## config.mk

```make
export PLATFORM = sky130hd
export DESIGN_NAME = computer
export DESIGN_NICKNAME = d
export VERILOG_FILES = /design/src/hdl/alu_pkg.sv /design/src/hdl/isa_pkg.sv /design/src/hdl/alu.sv /design/src/hdl/main_memory.sv /design/src/hdl/datapath.sv /design/src/hdl/control_unit.sv /design/src/hdl/computer.sv
export SDC_FILE = /design/constraint.sdc
export NUM_CORES = 2
export LEC_CHECK = 0
export BUFFER_PORTS_ARGS = -buffer_cell sky130_fd_sc_hd__buf_2
export CORE_UTILIZATION = 47
export DETAILED_ROUTE_END_ITERATION = 8
export PLACE_DENSITY = 0.72
export SYNTH_ARGS = -nofsm -noshare
export SYNTH_HDL_FRONTEND = slang
export SYNTH_SLANG_ARGS = --single-unit
```

## constraint.sdc

```tcl
create_clock -name clk -period 27.4 [get_ports clk]
set_clock_uncertainty 0.15 [all_clocks]
set_input_delay 4.11 -clock clk [delete_from_list [all_inputs] [get_ports clk]]
set_output_delay 4.11 -clock clk [all_outputs]
set_load 0.01 [all_outputs]
```

## src/hdl/alu_pkg.sv

```systemverilog
package alu_pkg;

    // width of every data word in the machine
    localparam int word_w = 16;

    // one data word
    // acc, mbr, pc and memory words all use this
    typedef logic [word_w-1:0] word_t;

    // alu operation codes
    // one code per alu case
    typedef enum logic [3:0] {
        // arithmetic
        alu_add  = 4'h0,
        alu_sub  = 4'h1,
        alu_mul  = 4'h2,
        alu_div  = 4'h3,
        // single bit moves on operand1
        alu_shl  = 4'h4,
        alu_shr  = 4'h5,
        alu_rol  = 4'h6,
        alu_ror  = 4'h7,
        // bitwise logic
        alu_and  = 4'h8,
        alu_or   = 4'h9,
        alu_xor  = 4'ha,
        alu_nor  = 4'hb,
        alu_nand = 4'hc,
        alu_xnor = 4'hd,
        // compares give 1 or 0
        alu_gt   = 4'he,
        alu_eq   = 4'hf
    } alu_op_t;

endpackage

```

## src/hdl/isa_pkg.sv

```systemverilog
package isa_pkg;

    // instruction field widths
    localparam int opcode_w = 4;
    localparam int addr_field_w = 12;
    localparam int imm_w = 8;

    // main opcodes
    // codes 0 and a..f are not listed and act as no-operation
    typedef enum logic [opcode_w-1:0] {
        // acc <= mem[addr]
        op_lda  = 4'h1,
        // mem[addr] <= acc
        op_sta  = 4'h2,
        // acc <= acc + mem[addr]
        op_add  = 4'h3,
        // acc <= acc - mem[addr]
        op_sub  = 4'h4,
        // pc <= addr
        op_jmp  = 4'h5,
        // pc <= addr when acc is zero
        op_jz   = 4'h6,
        // acc <= acc alu_op imm
        op_alui = 4'h7,
        // acc onto the output strobe
        op_out  = 4'h8,
        // stop until the next start
        op_hlt  = 4'h9
    } opcode_t;

    // memory reference view
    // opcode on top, 12 bit address below
    typedef struct packed {
        opcode_t                 opcode;
        logic [addr_field_w-1:0] addr;
    } mem_form_t;

    // operate view
    // alu_op sits where the top of the address would be
    typedef struct packed {
        opcode_t            opcode;
        alu_pkg::alu_op_t   alu_op;
        logic [imm_w-1:0]   imm;
    } op_form_t;

    // one instruction word
    // both views overlay the same 16 bits
    typedef union packed {
        mem_form_t mem_form;
        op_form_t  op_form;
    } instr_t;

endpackage

```

## src/hdl/alu.sv

```systemverilog
`timescale 1ns/1ps

module alu (
    input  alu_pkg::alu_op_t opcode,
    input  alu_pkg::word_t   operand1,
    input  alu_pkg::word_t   operand2,
    output alu_pkg::word_t   result
);
    import alu_pkg::*;

    // divider guard
    logic div_by_zero;

    assign div_by_zero = (operand2 == '0);

    always_comb begin
        case (opcode)
            alu_add:  result = operand1 + operand2;
            alu_sub:  result = operand1 - operand2;
            // product keeps the low word only
            alu_mul:  result = operand1 * operand2;
            // zero divisor gives all ones
            alu_div:  result = div_by_zero ? '1 : operand1 / operand2;
            // shifts ignore operand2
            alu_shl:  result = operand1 << 1;
            alu_shr:  result = operand1 >> 1;
            // rotates wrap the end bit around
            alu_rol:  result = {operand1[word_w-2:0], operand1[word_w-1]};
            alu_ror:  result = {operand1[0], operand1[word_w-1:1]};
            alu_and:  result = operand1 & operand2;
            alu_or:   result = operand1 | operand2;
            alu_xor:  result = operand1 ^ operand2;
            alu_nor:  result = ~(operand1 | operand2);
            alu_nand: result = ~(operand1 & operand2);
            alu_xnor: result = ~(operand1 ^ operand2);
            // unsigned compare
            alu_gt:   result = (operand1 > operand2) ? word_t'(1) : '0;
            alu_eq:   result = (operand1 == operand2) ? word_t'(1) : '0;
            default:  result = '0;
        endcase
    end

endmodule

```

## src/hdl/main_memory.sv

```systemverilog
`timescale 1ns/1ps

module main_memory #(
    parameter int addr_w = 8
) (
    input  logic              clk,
    // cpu port
    input  logic [addr_w-1:0] addr,
    input  alu_pkg::word_t    wdata,
    input  logic              we,
    // host load port
    input  logic              prog_we,
    input  logic [addr_w-1:0] prog_addr,
    input  alu_pkg::word_t    prog_data,
    output alu_pkg::word_t    rdata
);
    import alu_pkg::*;

    localparam int depth = 2 ** addr_w;

    // word array
    word_t mem [depth];

    // one access per edge
    // host write beats cpu write beats read
    always_ff @(posedge clk) begin
        if (prog_we) begin
            mem[prog_addr] <= prog_data;
        end else if (we) begin
            mem[addr] <= wdata;
        end else begin
            // read data valid the cycle after addr
            rdata <= mem[addr];
        end
    end

    // rdata holds its last value on write cycles
    // control never samples it right after a write

endmodule

```

## src/hdl/datapath.sv

```systemverilog
`timescale 1ns/1ps

module datapath #(
    parameter int addr_w = 8
) (
    input  logic              clk,
    input  logic              rst_n,
    input  logic              start,
    // register enables from control
    input  logic              pc_load,
    input  logic              pc_inc,
    input  logic              mar_from_pc,
    input  logic              mar_from_ir,
    input  logic              mbr_load,
    input  logic              ir_load,
    input  logic              acc_load,
    input  logic              acc_from_mem,
    input  logic              mem_we,
    // data coming back
    input  alu_pkg::word_t    mem_rdata,
    input  alu_pkg::word_t    alu_result,
    // memory side
    output logic [addr_w-1:0] mem_addr,
    output alu_pkg::word_t    mem_wdata,
    // alu side
    output alu_pkg::word_t    alu_a,
    output alu_pkg::word_t    alu_b,
    output alu_pkg::alu_op_t  alu_sel,
    // state seen by control and the top
    output isa_pkg::instr_t   ir,
    output alu_pkg::word_t    acc,
    output alu_pkg::word_t    pc,
    output logic              acc_zero
);
    import alu_pkg::*;
    import isa_pkg::*;

    logic [addr_w-1:0] mar;
    word_t             mbr;
    // word on its way into mbr
    word_t             mbr_fwd;
    word_t             jump_target;

    // address field zero extended to a full pc
    assign jump_target = word_t'(ir.mem_form.addr);

    // bypass so a word read this cycle reaches acc and the alu
    assign mbr_fwd = mbr_load ? mem_rdata : mbr;

    // program counter
    always_ff @(posedge clk or negedge rst_n) begin
        if (!rst_n) begin
            pc <= '0;
        end else if (start) begin
            pc <= '0;
        end else if (pc_load) begin
            pc <= jump_target;
        end else if (pc_inc) begin
            pc <= pc + word_t'(1);
        end
    end

    // memory address register
    // upper address bits dropped here
    always_ff @(posedge clk or negedge rst_n) begin
        if (!rst_n) begin
            mar <= '0;
        end else if (mar_from_ir) begin
            mar <= ir.mem_form.addr[addr_w-1:0];
        end else if (mar_from_pc) begin
            mar <= pc[addr_w-1:0];
        end
    end

    // mbr takes read words, or mirrors acc on a store
    always_ff @(posedge clk or negedge rst_n) begin
        if (!rst_n) begin
            mbr <= '0;
        end else if (mbr_load) begin
            mbr <= mem_rdata;
        end else if (mem_we) begin
            mbr <= acc;
        end
    end

    // instruction register
    always_ff @(posedge clk or negedge rst_n) begin
        if (!rst_n) begin
            ir <= '0;
        end else if (ir_load) begin
            ir <= mem_rdata;
        end
    end

    // accumulator
    always_ff @(posedge clk or negedge rst_n) begin
        if (!rst_n) begin
            acc <= '0;
        end else if (start) begin
            acc <= '0;
        end else if (acc_load) begin
            acc <= acc_from_mem ? mbr_fwd : alu_result;
        end
    end

    // operand and op select by opcode
    always_comb begin
        case (ir.op_form.opcode)
            // immediate path reads the operate view
            op_alui: begin
                alu_sel = ir.op_form.alu_op;
                alu_b   = word_t'(ir.op_form.imm);
            end
            op_sub: begin
                alu_sel = alu_sub;
                alu_b   = mbr_fwd;
            end
            default: begin
                alu_sel = alu_add;
                alu_b   = mbr_fwd;
            end
        endcase
    end

    assign alu_a     = acc;
    assign mem_addr  = mar;
    assign mem_wdata = acc;
    assign acc_zero  = (acc == '0);

endmodule

```

## src/hdl/control_unit.sv

```systemverilog
`timescale 1ns/1ps

module control_unit (
    input  logic            clk,
    input  logic            rst_n,
    input  logic            start,
    input  isa_pkg::instr_t ir,
    input  logic            acc_zero,
    // datapath enables
    output logic            pc_load,
    output logic            pc_inc,
    output logic            mar_from_pc,
    output logic            mar_from_ir,
    output logic            mbr_load,
    output logic            ir_load,
    output logic            acc_load,
    output logic            acc_from_mem,
    output logic            mem_we,
    // status
    output logic            out_valid,
    output logic            halted
);
    import isa_pkg::*;

    // fsm state codes
    localparam logic [2:0] idle       = 3'd0;
    localparam logic [2:0] fetch_addr = 3'd1;
    localparam logic [2:0] fetch_read = 3'd2;
    localparam logic [2:0] decode     = 3'd3;
    localparam logic [2:0] exec_addr  = 3'd4;
    localparam logic [2:0] exec_read  = 3'd5;
    localparam logic [2:0] exec_write = 3'd6;
    localparam logic [2:0] halt       = 3'd7;

    logic [2:0] state;
    logic [2:0] next_state;
    opcode_t    opcode;

    // opcode bits sit in the same place in both views
    assign opcode = ir.mem_form.opcode;

    always_ff @(posedge clk or negedge rst_n) begin
        if (!rst_n) begin
            state <= idle;
        end else begin
            state <= next_state;
        end
    end

    always_comb begin
        pc_load      = 1'b0;
        pc_inc       = 1'b0;
        mar_from_pc  = 1'b0;
        mar_from_ir  = 1'b0;
        mbr_load     = 1'b0;
        ir_load      = 1'b0;
        acc_load     = 1'b0;
        acc_from_mem = 1'b0;
        mem_we       = 1'b0;
        out_valid    = 1'b0;
        next_state   = state;
        case (state)
            // address of the next instruction
            fetch_addr: begin
                mar_from_pc = 1'b1;
                next_state  = fetch_read;
            end
            // memory read cycle
            fetch_read: next_state = decode;
            // instruction word arrives
            decode: begin
                mbr_load   = 1'b1;
                ir_load    = 1'b1;
                pc_inc     = 1'b1;
                next_state = exec_addr;
            end
            // first execute cycle
            // single cycle ops finish here
            exec_addr: begin
                next_state = fetch_addr;
                case (opcode)
                    op_lda, op_add, op_sub: begin
                        mar_from_ir = 1'b1;
                        next_state  = exec_read;
                    end
                    op_sta: begin
                        mar_from_ir = 1'b1;
                        next_state  = exec_write;
                    end
                    op_jmp:  pc_load = 1'b1;
                    op_jz:   pc_load = acc_zero;
                    op_alui: acc_load = 1'b1;
                    op_out:  out_valid = 1'b1;
                    op_hlt:  next_state = halt;
                    // unused codes fall through as nop
                    default: next_state = fetch_addr;
                endcase
            end
            // operand read
            exec_read: next_state = exec_write;
            // write back
            // memory for a store, acc for the rest
            exec_write: begin
                if (opcode == op_sta) begin
                    mem_we = 1'b1;
                end else begin
                    mbr_load     = 1'b1;
                    acc_load     = 1'b1;
                    acc_from_mem = (opcode == op_lda);
                end
                next_state = fetch_addr;
            end
            // idle and halt wait for start
            default: next_state = state;
        endcase
        // start always restarts at address 0
        if (start) begin
            next_state = fetch_addr;
        end
    end

    assign halted = (state == halt);

endmodule

```

## src/hdl/computer.sv

```systemverilog
`timescale 1ns/1ps

module computer #(
    parameter int addr_w = 8
) (
    input  logic              clk,
    input  logic              rst_n,
    input  logic              start,
    // host program load
    input  logic              prog_we,
    input  logic [addr_w-1:0] prog_addr,
    input  alu_pkg::word_t    prog_data,
    // status and output strobe
    output logic              halted,
    output logic              out_valid,
    output alu_pkg::word_t    out_data,
    output alu_pkg::word_t    acc,
    output alu_pkg::word_t    pc
);
    import alu_pkg::*;
    import isa_pkg::*;

    // control to datapath enables
    logic pc_load;
    logic pc_inc;
    logic mar_from_pc;
    logic mar_from_ir;
    logic mbr_load;
    logic ir_load;
    logic acc_load;
    logic acc_from_mem;
    logic mem_we;

    // datapath back to control
    instr_t ir;
    logic   acc_zero;

    // memory wires
    logic [addr_w-1:0] mem_addr;
    word_t             mem_wdata;
    word_t             mem_rdata;

    // alu wires
    word_t   alu_a;
    word_t   alu_b;
    word_t   alu_result;
    alu_op_t alu_sel;

    // strobe data is acc itself
    assign out_data = acc;

    control_unit control_unit_inst (
        .clk          (clk),
        .rst_n        (rst_n),
        .start        (start),
        .ir           (ir),
        .acc_zero     (acc_zero),
        .pc_load      (pc_load),
        .pc_inc       (pc_inc),
        .mar_from_pc  (mar_from_pc),
        .mar_from_ir  (mar_from_ir),
        .mbr_load     (mbr_load),
        .ir_load      (ir_load),
        .acc_load     (acc_load),
        .acc_from_mem (acc_from_mem),
        .mem_we       (mem_we),
        .out_valid    (out_valid),
        .halted       (halted)
    );

    datapath #(
        .addr_w (addr_w)
    ) datapath_inst (
        .clk          (clk),
        .rst_n        (rst_n),
        .start        (start),
        .pc_load      (pc_load),
        .pc_inc       (pc_inc),
        .mar_from_pc  (mar_from_pc),
        .mar_from_ir  (mar_from_ir),
        .mbr_load     (mbr_load),
        .ir_load      (ir_load),
        .acc_load     (acc_load),
        .acc_from_mem (acc_from_mem),
        .mem_we       (mem_we),
        .mem_rdata    (mem_rdata),
        .alu_result   (alu_result),
        .mem_addr     (mem_addr),
        .mem_wdata    (mem_wdata),
        .alu_a        (alu_a),
        .alu_b        (alu_b),
        .alu_sel      (alu_sel),
        .ir           (ir),
        .acc          (acc),
        .pc           (pc),
        .acc_zero     (acc_zero)
    );

    alu alu_inst (
        .opcode   (alu_sel),
        .operand1 (alu_a),
        .operand2 (alu_b),
        .result   (alu_result)
    );

    main_memory #(
        .addr_w (addr_w)
    ) main_memory_inst (
        .clk       (clk),
        .addr      (mem_addr),
        .wdata     (mem_wdata),
        .we        (mem_we),
        .prog_we   (prog_we),
        .prog_addr (prog_addr),
        .prog_data (prog_data),
        .rdata     (mem_rdata)
    );

endmodule

```

# == Yosys cells after proc, flatten, opt, wreduce, memory -nomap -nowiden ==
# Memory sizes are Yosys's and may differ from the RTL's. A register that Yosys moved wholly into a read port is not among the register bits.
# Index checks and enable logic that the tools add are counted.
# totals
elab_cells,109
mem_count,1
out_inout_bits,50
register_bits,75
inputBits,28
ramBits,4096
# memory_table
memory,words,width,read_ports,rd_clocked_by_memory_dff,write_ports,line,rtl
main_memory_inst.mem,256,16,1,1,1,main_memory.sv:22,word_t mem [depth];
# op_classes
bitwise_logic,8
magnitude_cmp,1
muxes,44
mul,1
n_div,1
eq_ne,32
n_reduce_logical,12
addsub,3
# ops
cell,count
$pmux 16 s16,1
$mux 16,12
$not 16->16,3
$eq 4x4->1 const B,10
$eq 4x3->1 const B,8
$logic_not 16->1,2
$mux 8,3
$mux 1,21
$pmux 3 s6,1
$add 16x1->16 const B,1
$add 16x16->16,1
$and 16x16->16,1
$div 16x16->16,1
$eq 16x16->1,1
$eq 4x2->1 const B,4
$gt 16x16->1,1
$mul 16x16->16,1
$or 16x16->16,1
$reduce_or 16->1,1
$sub 16x16->16,1
$xor 16x16->16,1
$eq 3x3->1 const B,4
$pmux 3 s3,1
$eq 4x1->1 const B,2
other kinds (13),19

# == Longest topological paths before layout ==
# logic_depth
ltp_word,11
mapped_depth,148
ltp_nobuf,140

# == By module ==
# Synthesis repeated with hierarchy kept, for this count alone.
# hier_totals
cells_unflattened,9884
hier_area_um2,178631.3
# by_module_without_submodules
mod,n_inst,cells_each,area_per_inst_um2
main_memory,1,7431,160184.9
alu,1,1964,13929.6
datapath,1,430,4026.4
control_unit,1,43,370.4
computer,1,16,120.1

# == Worst setup path before layout ==
# Ideal clock, no wire load.
# synth_timing
path_kind,flip-flop to flip-flop
start,reg datapath_inst.ir[12] (netlist name)
end,reg datapath_inst.acc[0]
path_stages_with_launch,138
slack_ps,-2306
arrival_ps,29411
required_ps,27105
cell_sequence,dfrtp_1 -> buf_6 -> or4b_4 -> buf_6 -> a21oi_4 -> mux2i_1 -> a21oi_1 -> clkinv_1 -> ha_1 -> o21ai_0 -> nand2_1 -> o21a_1 -> nand2_1 -> nand2_1 -> o21ai_0 -> ha_1 -> o21a_1 -> o21a_1 -> [... 102 more ...] -> o211a_1 -> o21bai_1 -> a21oi_1 -> o21ai_0 -> a21oi_1 -> clkbuf_1 -> mux2_2 -> ha_1 -> a21o_1 -> a21o_1 -> a21oi_1 -> nor2b_1 -> o21ai_0 -> nand2b_1 -> a21oi_1 -> nor2b_1 -> o41ai_1 -> a311oi_1
# synth_via
elab_chain_len,11
word_cells_on_any_way,50
cone_classes,add/sub: 2; mul: 1; div: 1; order compare: 1; eq/ne: 20; mux: 16; bitwise: 6; reduce/logical: 3
# synth_rtl
element,line,rtl
from (decl),datapath.sv:30,"output isa_pkg::instr_t ir,"
from (signal assigned),datapath.sv:91,ir <= mem_rdata;
$eq 4x2->1,control_unit.sv:104,if (opcode == op_sta) begin
$mux 1,control_unit.sv:104,
$pmux 1 s2,control_unit.sv:62,case (state)
$mux 16,datapath.sv:48,assign mbr_fwd = mbr_load ? mem_rdata : mbr;
$mux 16,datapath.sv:108,case (ir.op_form.opcode)
"$div 16x16->16, or another cell as far along",alu.sv:23,alu_div: result = div_by_zero ? '1 : operand1 / operand2;
"$mux 16, or another cell as far along",alu.sv:23,
$pmux 16 s16,alu.sv:17,case (opcode)
$mux 16,datapath.sv:102,acc <= acc_from_mem ? mbr_fwd : alu_result;
$mux 16,datapath.sv:101,end else if (acc_load) begin
$mux 16,datapath.sv:99,end else if (start) begin
to (signal assigned),datapath.sv:102,
to (decl),datapath.sv:31,"output alu_pkg::word_t acc,"
# Parallel ways exist; a longest one is shown, timed or not. The select of a mux whose other input is x is not followed.
# A chain may end at the register's enable or synchronous reset.

# == Worst setup path after layout ==
# Same ends and word-level chain as after synthesis.

==> results.ini <==
[outcome]
status=finished, violations left
violations=capacitance limit, slew limit

[sta]
setup_viol=0
tns_ns=0
rsz0062_at_grt=true
fin_crit_sh_pct=98.94
relSlewSlack_pct=-4.322
fmax_mhz=36.89
slew_viol_final=29
hold_viol_final=0
fin_crit_ns=27.11
tightest_slew_ns=1.551

[placement]
place_congestion=0.9468
placed_area_um2=186900
dp_hpwl_mm=282.6
portBuffers=77

[worst_setup_path]
start_kind=register
slowest_delay_ns=0.64
crit_path_frequent_cell=ha_4
r2r_start=datapath_inst.ir[12]$_DFFE_PN0P_
crit_fanout=8
r2r_slack_ns=0.29
criticalPathCategory=register to register
rr_endpoint=datapath_inst.acc[0]$_DFFE_PN0P_
cp_slowest_cell=or4b_4
arrival_ns=27.69
end_kind=register
crit_required_ns=27.98
r2r_cells=129

[detailed_routing]
wirelength_mm=463.2
wire_per_inst_um=31.25
drt_first_pass_iters=6
drtAntennaViolNets=0
route.met2.wl_mm=220.1
route.met3.wl_mm=43.61
vias=91688
route.detailed.drc=0
drt_iter0_drc=11495
avgViaCountPerCell=6.186
routed.top_layer=met5
met1_length_mm=179.9

[clock_network]
holdBufCountCts=0
clkLatencyLatePin_ns=1.00
cts_tree=built
root_buffer=clkbuf_16
clockBufferDepth=4
cts_sinks=4187
htreeDepth=5
clk_pin_slew_ns=0.06
numCtsBuffers=402

[run]
maxCapViolCount=1

[min_path]
hold_start=datapath_inst.mbr[1]$_DFFE_PN0P_
hold_path_class=register to register
worstHoldEndpoint=datapath_inst.mbr[1]$_DFFE_PN0P_
hold_depth=2

[global_route]
grt_overflow=0
antenna_found_initial=32
grt_util_all_layers_pct=24.53
grt_max_degree=256
grt_pass1_wl_mm=662.9
grt_pass1_vias=92177

[layout]
layout-drive-gt1-share_pct=32.59
area_delta_synth_final_pct=15.28
stdcell_area_um2=201600
mostFrequentLayoutCells=4112 x edfxtp_1, 1360 x mux4_2, 923 x buf_4, 497 x nor2_1, 407 x clkbuf_16
layout_commonest_cell=edfxtp_1
fillerInstances=27388
layout.nets=9865
finalCoreUtilization_pct=54.54

[synth]
synth_edf_count=4112
synth_area_um2=174900
async_flop_share_pct=1.791
synth_nets=8916
synth-seq-cells=4187
synth_seq_area_share_pct=71.67
ys_warn_count=0
yosys.cell_types.count=97
synth_cells=8575
synth_area_per_cell_um2=20.40
synthFlopType=edfxtp_1

[die]
die_height_um=612.0
dieWidth_um=612.0
rows=223
start_util_pct=47.31
core_area_um2=369700
die-area_um2=374600
ioPinCount=78

-- metal layers --
| metal | track usage, % | vias up |
|---|---|---|
| met5 | 0 | - |
| met4 | 9.164 | 14 |
| met3 | 4.870 | 921 |
| met2 | 38.94 | 4807 |
| met1 | 33.84 | 48539 |
| li1 | - | 37407 |
-- sequential cells by signal, indices dropped and copies added (netlist names) --
signal / count
datapath_inst.mem_addr: 8
datapath_inst.pc: 16
datapath_inst.mbr: 16
main_memory_inst.rdata: 16
main_memory_inst.mem: 4096
datapath_inst.acc: 16
control_unit_inst.state: 3
datapath_inst.ir: 16
-- worst max path at each step --
stage                                startpoint                          endpoint  slack [ns]  depth (start not counted)
2_1_floorplan  datapath_inst.ir[12]$_DFFE_PN0P_  datapath_inst.acc[0]$_DFFE_PN0P_       0.005                        138
3_3_place_gp   datapath_inst.ir[12]$_DFFE_PN0P_  datapath_inst.acc[0]$_DFFE_PN0P_       -0.54                        132
3_5_place_dp   datapath_inst.ir[12]$_DFFE_PN0P_  datapath_inst.acc[0]$_DFFE_PN0P_       -1.13                        131
4_1_cts        datapath_inst.ir[15]$_DFFE_PN0P_  datapath_inst.acc[0]$_DFFE_PN0P_       0.009                        139
5_1_grt        datapath_inst.ir[12]$_DFFE_PN0P_  datapath_inst.acc[0]$_DFFE_PN0P_       -0.79                        135
6_report       datapath_inst.ir[12]$_DFFE_PN0P_  datapath_inst.acc[0]$_DFFE_PN0P_        0.29                        129
-- synth_stat cells, types with 8 or more instances --
cell type | count | area share (%)
o22ai_1 | 13 | 0.047
nor2_1 | 504 | 1.1
a21boi_0 | 18 | 0.077
buf_1 | 102 | 0.22
dfrtp_1 | 75 | 1.1
mux4_2 | 1360 | 18
nor2b_1 | 21 | 0.075
clkbuf_1 | 361 | 0.77
o21a_1 | 35 | 0.15
a22oi_1 | 12 | 0.052
o211ai_1 | 32 | 0.14
inv_1 | 180 | 0.39
or3_1 | 28 | 0.10
o21bai_1 | 16 | 0.069
buf_4 | 17 | 0.073
fa_1 | 82 | 0.94
nor3b_1 | 8 | 0.034
mux2i_1 | 28 | 0.16
ha_1 | 231 | 1.7
xor2_1 | 72 | 0.36
a211o_1 | 8 | 0.040
nor3_1 | 66 | 0.19
a21oi_1 | 159 | 0.45
nand2_1 | 298 | 0.64
o21ai_0 | 145 | 0.41
nand2b_1 | 31 | 0.11
nand3_1 | 48 | 0.14
and3_1 | 16 | 0.057
edfxtp_1 | 4112 | 71
mux2_2 | 24 | 0.15
a31oi_1 | 28 | 0.10
nand3b_1 | 11 | 0.047
and4b_1 | 21 | 0.12
xnor2_1 | 76 | 0.38
nand4_1 | 19 | 0.068
a211oi_1 | 24 | 0.10
a21o_1 | 58 | 0.25
or2_2 | 13 | 0.047
a2111oi_0 | 8 | 0.040
and2_1 | 11 | 0.039
o31ai_1 | 13 | 0.056
nor4_1 | 17 | 0.061
o221ai_1 | 17 | 0.085
-- through the flow --
step	std cells	setup WS [ns]	hold WS (ns)
after global routing	14806	-0.7901	0.3803
after detailed placement	14004	-1.129	0.3259
after CTS	14757	0.009114	0.3414
after floorplan	8575	0.004546	0.2996
final	14821	0.2897	0.3493
after global placement	14004	-0.5407	0.3124
-- critical path: cells and delay by family (launching register included) --
| kind | cells | cell delay [ns] |
|---|---|---|
| compound gates | 65 | 13.24 |
| fa+ha+maj | 15 | 4.04 |
| buf+inv | 12 | 1.66 |
| flops | 1 | 0.39 |
| mux | 6 | 1.71 |
| simple gates | 31 | 5.64 |
-- layout make-up --
class | count | area [um2] | area share (%)
Timing Repair Buffer | 1035 | 7863 | 3.900
Clock inverter | 243 | 2623 | 1.301
Clock buffer | 491 | 10530 | 5.223
Multi-Input combinational cell | 3711 | 48290 | 23.95
Inverter | 187 | 705.7 | 0.3500
Antenna cell | 17 | 42.54 | 0.02110
Tap cell | 4950 | 6193 | 3.072
Sequential cell | 4187 | 125400 | 62.18
-- logic make-up after synthesis --
group / after synthesis / synth area share (%)
flops: 4187 / 71.67
fa+ha+maj: 313 / 2.591
xor+xnor: 150 / 0.7669
compound gates: 695 / 2.673
mux: 1413 / 17.84
simple gates: 1140 / 2.952
buf+inv: 677 / 1.504
-- what timing repair did --
action	in CTS	in global routing
gates resized for setup	45	156
pin swaps	38	115
buffers inserted	19	47
cloned	0	1
endpoints found under the setup margin	1	2
Power is left out: the tool's default activity adds up to more than one toggle a clock period on the data nets, which glitch-free logic cannot reach.
